### config.mk
export PLATFORM = sky130hd
export DESIGN_NAME = wb_interconnect
export DESIGN_NICKNAME = d
export VERILOG_FILES = /design/src/wb_ic_pkg.sv /design/src/wb_addr_decode.sv /design/src/wb_arb.sv /design/src/wb_interconnect.sv /design/src/wb_stage.sv
export SDC_FILE = /design/constraint.sdc
export NUM_CORES = 1
export LEC_CHECK = 0
export ABC_AREA = 1
export BUFFER_PORTS_ARGS = -buffer_cell sky130_fd_sc_hd__buf_2
export CAP_MARGIN = 20
export CORE_AREA = 2 2 268 270
export CTS_CLUSTER_DIAMETER = 120
export CTS_CLUSTER_SIZE = 30
export DETAILED_ROUTE_END_ITERATION = 16
export DIE_AREA = 0 0 270 272
export GPL_TIMING_DRIVEN = 0
export HOLD_SLACK_MARGIN = 0.05
export SLEW_MARGIN = 30
export SYNTH_ARGS = -nofsm -noshare
export SYNTH_HDL_FRONTEND = slang
export SYNTH_SLANG_ARGS = --single-unit
### constraint.sdc
create_clock -name clk_i -period 8.2 [get_ports clk_i]
set_clock_uncertainty 0.2 [all_clocks]
set_input_delay 0.41 -clock clk_i [delete_from_list [all_inputs] [get_ports clk_i]]
set_output_delay 0.41 -clock clk_i [all_outputs]
set_load 0.02 [all_outputs]
### src/wb_ic_pkg.sv
package wb_ic_pkg;

  // --------------------------------------------------
  // Bus widths
  // --------------------------------------------------
  localparam int WB_DAT_W  = 32;
  localparam int WB_ADR_W  = 32;
  localparam int WB_SEL_W  = 4;
  // Register blocks decode only the low byte
  localparam int REG_ADR_W = 8;
  localparam int TID_W     = 2;
  localparam int MST_IDX_W = 2;

  // Port counts, fixed by the top-level port list
  localparam int NUM_MST = 3;
  localparam int NUM_SLV = 4;

  // --------------------------------------------------
  // Vector types
  // --------------------------------------------------
  typedef logic [WB_DAT_W-1:0]  wb_dat_t;
  typedef logic [WB_ADR_W-1:0]  wb_adr_t;
  typedef logic [WB_SEL_W-1:0]  wb_sel_t;
  typedef logic [REG_ADR_W-1:0] reg_adr_t;
  typedef logic [TID_W-1:0]     tid_t;
  typedef logic [MST_IDX_W-1:0] mst_idx_t;

  // Target ids, one per slave port
  localparam tid_t TID_FLASH = 2'd0;
  localparam tid_t TID_SDRAM = 2'd1;
  localparam tid_t TID_GLBL  = 2'd2;
  localparam tid_t TID_UART  = 2'd3;

  // --------------------------------------------------
  // Memory map
  // --------------------------------------------------
  // Top nibble of the address
  localparam logic [3:0] MAP_FLASH_NIB = 4'h0;
  localparam logic [3:0] MAP_SPI_NIB   = 4'h1;
  localparam logic [3:0] MAP_SDRAM_NIB = 4'h2;
  // Upper half-word of the address
  localparam logic [15:0] MAP_GLBL_HI = 16'h3000;
  localparam logic [15:0] MAP_UART_HI = 16'h3001;

  // Staging FSM
  typedef enum logic [1:0] {
    STG_IDLE,
    STG_SLV_REQ,
    STG_MST_ACK
  } stage_state_t;

endpackage

### src/wb_addr_decode.sv
`timescale 1ns/1ps

module wb_addr_decode import wb_ic_pkg::*; (
  // Raw addresses from all masters
  input  wb_adr_t m_adr_i [NUM_MST],
  // Target slave per master
  output tid_t    m_tid_o [NUM_MST],
  // Word-aligned addresses per master
  output wb_adr_t m_adr_o [NUM_MST]
);

  // --------------------------------------------------
  // Memory map
  // --------------------------------------------------
  // 0x0xxx_xxxx  flash
  // 0x1xxx_xxxx  SPI registers, same slave as flash
  // 0x2xxx_xxxx  SDRAM
  // 0x3000_xxxx  global registers
  // 0x3001_xxxx  UART
  // Anything else falls back to slave 0
  function automatic tid_t decode_tid(input wb_adr_t adr);
    logic [3:0]  nib;
    logic [15:0] hi;
    nib = adr[WB_ADR_W-1 -: 4];
    hi  = adr[WB_ADR_W-1 -: 16];
    // Nibble checks first, half-word checks after
    if (nib == MAP_FLASH_NIB || nib == MAP_SPI_NIB) begin
      return TID_FLASH;
    end
    if (nib == MAP_SDRAM_NIB) begin
      return TID_SDRAM;
    end
    if (hi == MAP_GLBL_HI) begin
      return TID_GLBL;
    end
    if (hi == MAP_UART_HI) begin
      return TID_UART;
    end
    return TID_FLASH;
  endfunction

  // Byte offset bits are dropped, slaves see word addresses
  function automatic wb_adr_t word_align(input wb_adr_t adr);
    return {adr[WB_ADR_W-1:2], 2'b00};
  endfunction

  // Same decode applied to every master in parallel
  always_comb begin
    for (int i = 0; i < NUM_MST; i++) begin
      m_tid_o[i] = decode_tid(m_adr_i[i]);
      m_adr_o[i] = word_align(m_adr_i[i]);
    end
  end

endmodule

### src/wb_arb.sv
`timescale 1ns/1ps

module wb_arb import wb_ic_pkg::*; (
  input  logic               clk_i,
  input  logic               rst_n_i,
  // One cycle request per master
  input  logic [NUM_MST-1:0] req_i,
  output mst_idx_t           gnt_o
);

  mst_idx_t gnt_q;
  mst_idx_t gnt_nxt;
  mst_idx_t cand;
  logic     found;

  // Next master in circular order
  function automatic mst_idx_t next_mst(input mst_idx_t idx);
    if (idx == mst_idx_t'(NUM_MST - 1)) begin
      return '0;
    end
    return mst_idx_t'(idx + 1'b1);
  endfunction

  // --------------------------------------------------
  // Round-robin search
  // --------------------------------------------------
  // Owner keeps the bus while its cyc is high
  // Once released, walk forward from the owner and take
  // the first master still requesting
  always_comb begin
    gnt_nxt = gnt_q;
    cand    = gnt_q;
    found   = 1'b0;
    if (!req_i[gnt_q]) begin
      for (int i = 0; i < NUM_MST - 1; i++) begin
        cand = next_mst(cand);
        if (req_i[cand] && !found) begin
          gnt_nxt = cand;
          found   = 1'b1;
        end
      end
    end
    // No other requester, grant parks on the last owner
  end

  // Grant register, master 0 owns the bus out of reset
  always_ff @(posedge clk_i or negedge rst_n_i) begin
    if (!rst_n_i) begin
      gnt_q <= '0;
    end else begin
      gnt_q <= gnt_nxt;
    end
  end

  assign gnt_o = gnt_q;

endmodule

### src/wb_interconnect.sv
`timescale 1ns/1ps

module wb_interconnect import wb_ic_pkg::*; (
  input  logic     clk_i,
  input  logic     rst_n_i,
  // Master 0, external host
  input  wb_dat_t  m0_wbd_dat_i,
  input  wb_adr_t  m0_wbd_adr_i,
  input  wb_sel_t  m0_wbd_sel_i,
  input  logic     m0_wbd_we_i,
  input  logic     m0_wbd_cyc_i,
  input  logic     m0_wbd_stb_i,
  output wb_dat_t  m0_wbd_dat_o,
  output logic     m0_wbd_ack_o,
  // Master 1, RISC instruction port
  input  wb_dat_t  m1_wbd_dat_i,
  input  wb_adr_t  m1_wbd_adr_i,
  input  wb_sel_t  m1_wbd_sel_i,
  input  logic     m1_wbd_we_i,
  input  logic     m1_wbd_cyc_i,
  input  logic     m1_wbd_stb_i,
  output wb_dat_t  m1_wbd_dat_o,
  output logic     m1_wbd_ack_o,
  // Master 2, RISC data port
  input  wb_dat_t  m2_wbd_dat_i,
  input  wb_adr_t  m2_wbd_adr_i,
  input  wb_sel_t  m2_wbd_sel_i,
  input  logic     m2_wbd_we_i,
  input  logic     m2_wbd_cyc_i,
  input  logic     m2_wbd_stb_i,
  output wb_dat_t  m2_wbd_dat_o,
  output logic     m2_wbd_ack_o,
  // Slave 0, flash and SPI registers
  output wb_dat_t  s0_wbd_dat_o,
  output wb_adr_t  s0_wbd_adr_o,
  output wb_sel_t  s0_wbd_sel_o,
  output logic     s0_wbd_we_o,
  output logic     s0_wbd_cyc_o,
  output logic     s0_wbd_stb_o,
  input  wb_dat_t  s0_wbd_dat_i,
  input  logic     s0_wbd_ack_i,
  // Slave 1, SDRAM
  output wb_dat_t  s1_wbd_dat_o,
  output wb_adr_t  s1_wbd_adr_o,
  output wb_sel_t  s1_wbd_sel_o,
  output logic     s1_wbd_we_o,
  output logic     s1_wbd_cyc_o,
  output logic     s1_wbd_stb_o,
  input  wb_dat_t  s1_wbd_dat_i,
  input  logic     s1_wbd_ack_i,
  // Slave 2, global registers
  output wb_dat_t  s2_wbd_dat_o,
  output reg_adr_t s2_wbd_adr_o,
  output wb_sel_t  s2_wbd_sel_o,
  output logic     s2_wbd_we_o,
  output logic     s2_wbd_cyc_o,
  output logic     s2_wbd_stb_o,
  input  wb_dat_t  s2_wbd_dat_i,
  input  logic     s2_wbd_ack_i,
  // Slave 3, UART
  output wb_dat_t  s3_wbd_dat_o,
  output reg_adr_t s3_wbd_adr_o,
  output wb_sel_t  s3_wbd_sel_o,
  output logic     s3_wbd_we_o,
  output logic     s3_wbd_cyc_o,
  output logic     s3_wbd_stb_o,
  input  wb_dat_t  s3_wbd_dat_i,
  input  logic     s3_wbd_ack_i
);

  wb_adr_t            m_adr_raw [NUM_MST];
  wb_adr_t            m_adr_al  [NUM_MST];
  tid_t               m_tid     [NUM_MST];
  mst_idx_t           gnt;
  // Granted master request
  wb_dat_t            mux_dat;
  wb_adr_t            mux_adr;
  wb_sel_t            mux_sel;
  logic               mux_we;
  logic               mux_cyc;
  logic               mux_stb;
  tid_t               mux_tid;
  // Staged request and response
  wb_dat_t            stg_m_dat;
  logic               stg_m_ack;
  wb_dat_t            stg_s_dat;
  wb_adr_t            stg_s_adr;
  wb_sel_t            stg_s_sel;
  logic               stg_s_we;
  logic               stg_s_cyc;
  logic               stg_s_stb;
  tid_t               stg_s_tid;
  // Selected slave response
  wb_dat_t            slv_dat;
  logic               slv_ack;
  logic [NUM_SLV-1:0] s_hit;

  assign m_adr_raw[0] = m0_wbd_adr_i;
  assign m_adr_raw[1] = m1_wbd_adr_i;
  assign m_adr_raw[2] = m2_wbd_adr_i;

  // --------------------------------------------------
  // Arbitration and decode
  // --------------------------------------------------
  wb_arb u_wb_arb (
    .clk_i   (clk_i),
    .rst_n_i (rst_n_i),
    .req_i   ({m2_wbd_cyc_i, m1_wbd_cyc_i, m0_wbd_cyc_i}),
    .gnt_o   (gnt)
  );

  wb_addr_decode u_wb_addr_decode (
    .m_adr_i (m_adr_raw),
    .m_tid_o (m_tid),
    .m_adr_o (m_adr_al)
  );

  // Master mux, master 0 unless the grant says otherwise
  always_comb begin
    mux_dat = m0_wbd_dat_i;
    mux_adr = m_adr_al[0];
    mux_sel = m0_wbd_sel_i;
    mux_we  = m0_wbd_we_i;
    mux_cyc = m0_wbd_cyc_i;
    mux_stb = m0_wbd_stb_i;
    mux_tid = m_tid[0];
    case (gnt)
      mst_idx_t'(1): begin
        mux_dat = m1_wbd_dat_i;
        mux_adr = m_adr_al[1];
        mux_sel = m1_wbd_sel_i;
        mux_we  = m1_wbd_we_i;
        mux_cyc = m1_wbd_cyc_i;
        mux_stb = m1_wbd_stb_i;
        mux_tid = m_tid[1];
      end
      mst_idx_t'(2): begin
        mux_dat = m2_wbd_dat_i;
        mux_adr = m_adr_al[2];
        mux_sel = m2_wbd_sel_i;
        mux_we  = m2_wbd_we_i;
        mux_cyc = m2_wbd_cyc_i;
        mux_stb = m2_wbd_stb_i;
        mux_tid = m_tid[2];
      end
      default: begin
      end
    endcase
  end

  // Flops on both directions between master mux and slaves
  wb_stage u_wb_stage (
    .clk_i   (clk_i),
    .rst_n_i (rst_n_i),
    .m_dat_i (mux_dat),
    .m_adr_i (mux_adr),
    .m_sel_i (mux_sel),
    .m_we_i  (mux_we),
    .m_cyc_i (mux_cyc),
    .m_stb_i (mux_stb),
    .m_tid_i (mux_tid),
    .m_dat_o (stg_m_dat),
    .m_ack_o (stg_m_ack),
    .s_dat_o (stg_s_dat),
    .s_adr_o (stg_s_adr),
    .s_sel_o (stg_s_sel),
    .s_we_o  (stg_s_we),
    .s_cyc_o (stg_s_cyc),
    .s_stb_o (stg_s_stb),
    .s_tid_o (stg_s_tid),
    .s_dat_i (slv_dat),
    .s_ack_i (slv_ack)
  );

  // --------------------------------------------------
  // Slave fan-out by staged tid
  // --------------------------------------------------
  assign s_hit[0] = (stg_s_tid == TID_FLASH);
  assign s_hit[1] = (stg_s_tid == TID_SDRAM);
  assign s_hit[2] = (stg_s_tid == TID_GLBL);
  assign s_hit[3] = (stg_s_tid == TID_UART);

  assign s0_wbd_dat_o = s_hit[0] ? stg_s_dat : '0;
  assign s0_wbd_adr_o = s_hit[0] ? stg_s_adr : '0;
  assign s0_wbd_sel_o = s_hit[0] ? stg_s_sel : '0;
  assign s0_wbd_we_o  = s_hit[0] & stg_s_we;
  assign s0_wbd_cyc_o = s_hit[0] & stg_s_cyc;
  assign s0_wbd_stb_o = s_hit[0] & stg_s_stb;

  // SDRAM window starts at zero on its own side
  assign s1_wbd_dat_o = s_hit[1] ? stg_s_dat : '0;
  assign s1_wbd_adr_o = s_hit[1] ? {4'h0, stg_s_adr[WB_ADR_W-5:0]} : '0;
  assign s1_wbd_sel_o = s_hit[1] ? stg_s_sel : '0;
  assign s1_wbd_we_o  = s_hit[1] & stg_s_we;
  assign s1_wbd_cyc_o = s_hit[1] & stg_s_cyc;
  assign s1_wbd_stb_o = s_hit[1] & stg_s_stb;

  // Register blocks take the low byte only
  assign s2_wbd_dat_o = s_hit[2] ? stg_s_dat : '0;
  assign s2_wbd_adr_o = s_hit[2] ? stg_s_adr[REG_ADR_W-1:0] : '0;
  assign s2_wbd_sel_o = s_hit[2] ? stg_s_sel : '0;
  assign s2_wbd_we_o  = s_hit[2] & stg_s_we;
  assign s2_wbd_cyc_o = s_hit[2] & stg_s_cyc;
  assign s2_wbd_stb_o = s_hit[2] & stg_s_stb;

  assign s3_wbd_dat_o = s_hit[3] ? stg_s_dat : '0;
  assign s3_wbd_adr_o = s_hit[3] ? stg_s_adr[REG_ADR_W-1:0] : '0;
  assign s3_wbd_sel_o = s_hit[3] ? stg_s_sel : '0;
  assign s3_wbd_we_o  = s_hit[3] & stg_s_we;
  assign s3_wbd_cyc_o = s_hit[3] & stg_s_cyc;
  assign s3_wbd_stb_o = s_hit[3] & stg_s_stb;

  // Response from the slave the staged request went to
  always_comb begin
    slv_dat = s0_wbd_dat_i;
    slv_ack = s0_wbd_ack_i;
    case (stg_s_tid)
      TID_SDRAM: begin
        slv_dat = s1_wbd_dat_i;
        slv_ack = s1_wbd_ack_i;
      end
      TID_GLBL: begin
        slv_dat = s2_wbd_dat_i;
        slv_ack = s2_wbd_ack_i;
      end
      TID_UART: begin
        slv_dat = s3_wbd_dat_i;
        slv_ack = s3_wbd_ack_i;
      end
      default: begin
      end
    endcase
  end

  // Response only reaches the granted master
  assign m0_wbd_dat_o = (gnt == mst_idx_t'(0)) ? stg_m_dat : '0;
  assign m0_wbd_ack_o = (gnt == mst_idx_t'(0)) & stg_m_ack;
  assign m1_wbd_dat_o = (gnt == mst_idx_t'(1)) ? stg_m_dat : '0;
  assign m1_wbd_ack_o = (gnt == mst_idx_t'(1)) & stg_m_ack;
  assign m2_wbd_dat_o = (gnt == mst_idx_t'(2)) ? stg_m_dat : '0;
  assign m2_wbd_ack_o = (gnt == mst_idx_t'(2)) & stg_m_ack;

endmodule

### src/wb_stage.sv
`timescale 1ns/1ps

module wb_stage import wb_ic_pkg::*; (
  input  logic    clk_i,
  input  logic    rst_n_i,
  // Granted master side
  input  wb_dat_t m_dat_i,
  input  wb_adr_t m_adr_i,
  input  wb_sel_t m_sel_i,
  input  logic    m_we_i,
  input  logic    m_cyc_i,
  input  logic    m_stb_i,
  input  tid_t    m_tid_i,
  output wb_dat_t m_dat_o,
  output logic    m_ack_o,
  // Selected slave side
  output wb_dat_t s_dat_o,
  output wb_adr_t s_adr_o,
  output wb_sel_t s_sel_o,
  output logic    s_we_o,
  output logic    s_cyc_o,
  output logic    s_stb_o,
  output tid_t    s_tid_o,
  input  wb_dat_t s_dat_i,
  input  logic    s_ack_i
);

  stage_state_t state_q;
  logic         s_cyc_q;
  logic         s_stb_q;
  tid_t         s_tid_q;
  wb_dat_t      s_dat_q;
  wb_adr_t      s_adr_q;
  wb_sel_t      s_sel_q;
  logic         s_we_q;
  wb_dat_t      m_dat_q;
  logic         req_take;
  logic         rsp_take;

  // New request accepted only from idle
  assign req_take = (state_q == STG_IDLE) && m_cyc_i && m_stb_i;
  // Slave response while the request is out
  assign rsp_take = (state_q == STG_SLV_REQ) && s_ack_i;

  // --------------------------------------------------
  // Control FSM
  // --------------------------------------------------
  always_ff @(posedge clk_i or negedge rst_n_i) begin
    if (!rst_n_i) begin
      state_q <= STG_IDLE;
      s_cyc_q <= 1'b0;
      s_stb_q <= 1'b0;
      s_tid_q <= TID_FLASH;
    end else begin
      case (state_q)
        STG_IDLE: begin
          if (req_take) begin
            s_cyc_q <= 1'b1;
            s_stb_q <= 1'b1;
            s_tid_q <= m_tid_i;
            state_q <= STG_SLV_REQ;
          end
        end
        // Holds here for as long as the slave stalls
        STG_SLV_REQ: begin
          if (rsp_take) begin
            s_cyc_q <= 1'b0;
            s_stb_q <= 1'b0;
            state_q <= STG_MST_ACK;
          end
        end
        // Single-cycle ack toward the master
        STG_MST_ACK: state_q <= STG_IDLE;
        default:     state_q <= STG_IDLE;
      endcase
    end
  end

  // Request fields and read data
  always_ff @(posedge clk_i) begin
    if (req_take) begin
      s_dat_q <= m_dat_i;
      s_adr_q <= m_adr_i;
      s_sel_q <= m_sel_i;
      s_we_q  <= m_we_i;
    end
    if (rsp_take) begin
      m_dat_q <= s_dat_i;
    end
  end

  assign s_dat_o = s_dat_q;
  assign s_adr_o = s_adr_q;
  assign s_sel_o = s_sel_q;
  assign s_we_o  = s_we_q;
  assign s_cyc_o = s_cyc_q;
  assign s_stb_o = s_stb_q;
  assign s_tid_o = s_tid_q;

  assign m_dat_o = m_dat_q;
  assign m_ack_o = (state_q == STG_MST_ACK);

endmodule
-- Yosys cells after proc, flatten, opt, wreduce, memory -nomap -nowiden
Index checks and enable logic that the tools add are counted.
- $add $sub $neg: 2
- $lt $le $gt $ge: 3
- eq/ne operators: 22
- mux-type cells: 104
- bitwise logic cells: 12
- reduce and logical (&&, ||, !) cells: 20
- operator list (operator ; number):
    2-to-1 mux 32 bit ; 8
    one-hot mux 32 bit (2 select lines) ; 2
    equality test 16 x 14 -> 1 bit, second input constant ; 6
    one-hot mux 32 bit (3 select lines) ; 1
    2-to-1 mux 2 bit ; 34
    2-to-1 mux 1 bit ; 41
    2-to-1 mux 28 bit ; 1
    2-to-1 mux 4 bit ; 4
    2-to-1 mux 8 bit ; 2
    equality test 4 x 1 -> 1 bit, second input constant ; 3
    equality test 4 x 2 -> 1 bit, second input constant ; 3
    zero test 4 bit ; 3
    bitwise AND 1 bit ; 11
    equality test 2 bit, second input constant ; 5
    less-than comparator 2 x 3 -> 1 bit, second input constant ; 3
    one-hot mux 1 bit (2 select lines) ; 4
    one-hot mux 2 bit (2 select lines) ; 2
    one-hot mux 4 bit (2 select lines) ; 1
    binary-select mux 1 bit (select 2 bit) ; 3
    equality test 2 x 1 -> 1 bit, second input constant ; 3
    zero test 2 bit ; 3
    AND reduction 2 bit ; 3
    adder 2 x 1 -> 2 bit, second input constant ; 2
    logical AND 1 bit ; 4
    other kinds (7) ; 11
- register bits after elaboration: 108
- input port bits: 347
- output and inout bits: 335
- logic and storage cells: 172

-- Longest topological paths before layout
- depth in word-level cells: 15
- depth in mapped cells: 12
- depth with buffers taken out: 11

-- Hierarchy
From an unflattened synthesis, not the netlist that was laid out.
- cell total of the unflattened synthesis: 1428
- area total of the unflattened synthesis: 9360.2 um^2
- modules (own cells, without submodules) (module ; times used ; cells an instance ; area an instance (um^2) ; sequential area each (um^2)):
    wb_interconnect ; 1 ; 1068 ; 4784.6 ; 0.0
    wb_stage ; 1 ; 127 ; 3250.6 ; 3158.0
    wb_addr_decode ; 1 ; 198 ; 1119.8 ; 0.0
    wb_arb ; 1 ; 35 ; 205.2 ; 50.0

-- Worst setup path after synthesis
OpenSTA, ideal clock, no wires.
- path kind: reg-to-reg
- from: register u_wb_arb.gnt_q[0] (netlist: u_wb_arb.gnt_o[0])
- to: register u_wb_stage.s_adr_q[10] (netlist: u_wb_stage.s_adr_o[10]) (enable)
- library setup time: 0.423 ns
- data arrival time: 2.537 ns
- data required time: 7.577 ns
- setup slack: 5.040 ns
- cell stages (with the launch flop): 10
- buffers on the path: 1
- period minus slack after synthesis: 3.160 ns
- cell sequence: dfrtp_1 -> inv_1 -> ha_1 -> buf_2 -> inv_2 -> nand2_1 -> nand2_1 -> inv_1 -> nand2_1 -> inv_1
- word-level cells in the longest chain between the ends: 4
- elaborated cells on any way between the ends: 6
- classes of those cells: 2 x eq/ne; 2 x mux; 2 x reduce/logical
- RTL lines (what ; RTL line ; source):
    start, declared ; wb_arb.sv:11 ; mst_idx_t gnt_q;
    start signal, assigned ; wb_arb.sv:51 ; gnt_q <= gnt_nxt;
    equality test 2 bit / equality test 2 x 1 -> 1 bit (equally long branches) ; wb_interconnect.sv:127 ; case (gnt)
    one-hot mux 1 bit (2 select lines) ; wb_interconnect.sv:127 ;
    logical AND 1 bit ; wb_stage.sv:41 ; assign req_take = (state_q == STG_IDLE) && m_cyc_i && m_stb_i;
    logical AND 1 bit * ; wb_stage.sv:41 ;
    net u_wb_stage.req_take ; wb_stage.sv:37 ; logic req_take;
    end signal, assigned ; wb_stage.sv:83 ; s_adr_q <= m_adr_i;
    end, declared ; wb_stage.sv:33 ; wb_adr_t s_adr_q;
The timed path passes the listed nets; every way through them passes the cells marked *.
A chain may end at the register's enable or synchronous reset.

-- Worst setup path in the final report
- from: register u_wb_arb.gnt_q[0] (netlist: u_wb_arb.gnt_o[0])
- to: output m2_wbd_dat_o[22]
- word-level cells in the longest chain between the ends: 2
- RTL lines (what ; RTL line ; source):
    equality test 2 bit ; wb_interconnect.sv:240 ; assign m2_wbd_dat_o = (gnt == mst_idx_t'(2)) ? stg_m_dat : '0;
    2-to-1 mux 32 bit ; wb_interconnect.sv:240 ;
    end, declared ; wb_interconnect.sv:31 ; output wb_dat_t m2_wbd_dat_o,
No other way between the ends.

==> results_dict.tcl <==
set metrics [dict create \
    drc 0 \
    critPathMostFrequentCell "buf_2" \
    nNetsFinal 2315 \
    grt_pass1_vias 10800 \
    crit_fanout 10 \
    drive_gt1_frac 0.396 \
    cts_sinks 106 \
    die_w_um 270 \
    hp-class "in2reg" \
    grt_pass1_wl_mm 81.0 \
    max_freq_mhz 293 \
    antenna_found_initial 30 \
    synth_area_per_cell_um2 6.41 \
    ys_seq_area_frac 0.385 \
    via_count 11358 \
    cp.buffers_inverters 6 \
    wl_per_cell_um 21.2 \
    antenna_left 0 \
    dr.pass1.iters 7 \
    synthCells 1275 \
    final_util 0.185 \
    cp_slowest_stage_delay_ns 0.49 \
    hold_viol 0 \
    dp_hpwl_mm 50.6 \
    clkSlewWorstSetupHoldPaths_ns 0.09 \
    synth_cell_types 35 \
    port_buffers 663 \
    yosysWarnings 0 \
    synthesis.area_um2 8180 \
    power_density_nw_per_um2 480 \
    gp_congestion 0.952 \
    crit_chain "inv_1, ha_1, buf_4, buf_2, buf_2, nand2_1, inv_1, buf_2" \
    rsz0062_at_grt "false" \
    routed_via_density 3.87 \
    grtUsageTotal 0.161 \
    critical_path_arrival_ns 2.80 \
    fin_crit_ns 3.41 \
    die-area_um2 73400 \
    finalSetupTns_ns 0 \
    start_kind "register" \
    status "finished clean" \
    cap_violations 0 \
    crit_type "reg2out" \
    leakage_nw 7.56 \
    initial_utilization 0.116 \
    cts_made_buffers 9 \
    relSlewSlack 0.329 \
    synth_seq_cells 106 \
    insertion_delay_ns 0.39 \
    coreArea_um2 70800 \
    finalSetupViolCount 0 \
    finalMaxSlewViolations 0 \
    worst_slew_pin_slew_ns 1.01 \
    die_y_um 272 \
    peakVddDrop_v 0.000222 \
    area_growth_pct 60.3 \
    rows 98 \
    htreeDepth 3 \
    finalCritPeriodShare 0.416 \
    ctsRootBufferMaster "clkbuf_16" \
    boundaryPins 682 \
    cts_buffer_depth 2 \
    whs_ns 0.0952 \
    wirelength_mm 62.1 \
    overflow 0 \
    cts_tree "built" \
    cp_top_family "buffers and inverters" \
    cp-end-kind "primary output" \
    required_ns 7.59 \
    grt_max_degree 47 \
    slowest_stage "buf_2" \
    drtIter0Drc 833 \
]
-- cell usage in the layout, fill, tap and decap left out, types with 6 or more instances in the layout --
cell	netlist	final
diode_2	0	15
nand2_1	345	345
inv_1	183	182
clkbuf_16	0	9
nand3_1	12	12
buf_4	19	19
buf_2	46	711
dfrtp_1	7	7
nor2_1	330	330
clkbuf_1	14	12
conb_1	1	12
a21oi_1	134	134
nand4_1	32	32
buf_6	6	8
edfxtp_1	99	99
o21ai_0	6	6
-- repair_timing --
item / 4_1_cts / 5_1_grt
resized for setup: 0 / 0
buffers inserted: 0 / 0
hold buffers: 1 / 0
hold endpoints to repair: 7 / 0
-- cell families (layout without fill, tap and decap cells) --
| kind of cell | after synthesis | count (layout) | synth area share |
|---|---|---|---|
| buf+inv | 283 | 966 | 0.152 |
| other cells | 1 | 27 | 0.000459 |
| fa+ha+maj | 4 | 4 | 0.00612 |
| simple gates | 732 | 732 | 0.360 |
| compound gates | 149 | 149 | 0.0958 |
| flops | 106 | 106 | 0.385 |
-- synth_stat cells --
cell type,number,share of area
nand2_1,345,0.16
nor2_1,330,0.15
inv_1,183,0.084
a21oi_1,134,0.082
edfxtp_1,99,0.36
buf_2,46,0.028
nand4_1,32,0.024
buf_4,19,0.017
clkbuf_1,14,0.0064
nand3_1,12,0.0073
buf_1,7,0.0032
dfrtp_1,7,0.021
buf_6,6,0.0083
o21ai_0,6,0.0037
inv_2,5,0.0023
ha_1,4,0.0061
nor2_8,3,0.0073
inv_4,2,0.0015
nand2_2,2,0.0015
nor2_2,2,0.0015
nor3_1,2,0.0012
o22ai_1,2,0.0015
a21oi_4,1,0.0020
a22oi_1,1,0.00092
a31oi_1,1,0.00077
conb_1,1,0.00046
inv_6,1,0.0011
nand2_4,1,0.0014
nand2_8,1,0.0024
nand3_2,1,0.0012
nor3_4,1,0.0020
o211ai_1,1,0.00092
o211ai_2,1,0.0015
o21ai_2,1,0.0011
o21bai_2,1,0.0014
-- cell type report --
class	count	area, µm²
Fill cell	8234	57600
Multi-Input combinational cell	897	3820
Timing Repair Buffer	667	3380
Sequential cell	106	3150
Tap cell	950	1190
Inverter	191	732
Buffer	92	524
Clock buffer	9	225
Clock inverter	7	50.0
Antenna cell	15	37.5
-- worst min-delay path: stages --
cell and delay, ns:
buf_2 0.08, nand2_1 0.04, nand4_1 0.06
-- report_power, final --
group | leakage [nW] | total, W | internal, W | switching, W
combinational | 6.41 | 0.00464 | 0.00118 | 0.00346
clock | 0.138 | 0.000476 | 0.000211 | 0.000266
sequential | 1.01 | 0.00117 | 0.00105 | 0.000120
total | 7.56 | 0.00629 | 0.00245 | 0.00385
-- through the flow --
step,total power [W],instances,setup slack [ns],area (µm²)
after floorplan,0.00375,1286,5.04,8220
after global placement,0.00585,2899,3.06,12700
after detailed placement,0.00589,2902,5.08,12800
after CTS,0.00638,2919,4.60,13100
after global routing,0.00671,2930,4.51,13100
final,0.00629,2934,4.79,13100
-- sequential cells by signal (all words and copies together) (netlist names) --
signal              cells
u_wb_arb.gnt_o          2
u_wb_stage.s_sel_o      4
u_wb_stage.state_q      2
u_wb_stage.s_cyc_o      1
u_wb_stage.s_adr_o     30
u_wb_stage.s_we_o       1
u_wb_stage.m_dat_o     32
u_wb_stage.s_tid_o      2
u_wb_stage.s_dat_o     32
-- layer usage --
layer	GRT usage	wire, µm	up-vias
li1	-	-	5284
met1	0.188	25200	5222
met2	0.274	29000	723
met3	0.0316	4320	125
met4	0.0936	3610	4
met5	0	27	-
-- final timing paths --
kind                                          end             startpoint  slack [ns]  cells after the start
max                              m2_wbd_dat_o[22]      u_wb_arb.gnt_o[0]        4.79                      8
min                        u_wb_stage.m_dat_o[28]       s2_wbd_dat_i[28]         0.1                      3
max reg2reg                u_wb_stage.s_dat_o[29]      u_wb_arb.gnt_o[0]        5.27                     10
min reg2reg                 u_wb_stage.state_q[1]  u_wb_stage.state_q[1]        0.37                      1
max in group asynchronous   u_wb_stage.state_q[0]                rst_n_i        7.46                      2
min in group asynchronous       u_wb_arb.gnt_o[1]                rst_n_i        0.17                      2
No activity file was read; power rests on OpenSTA's default activity.
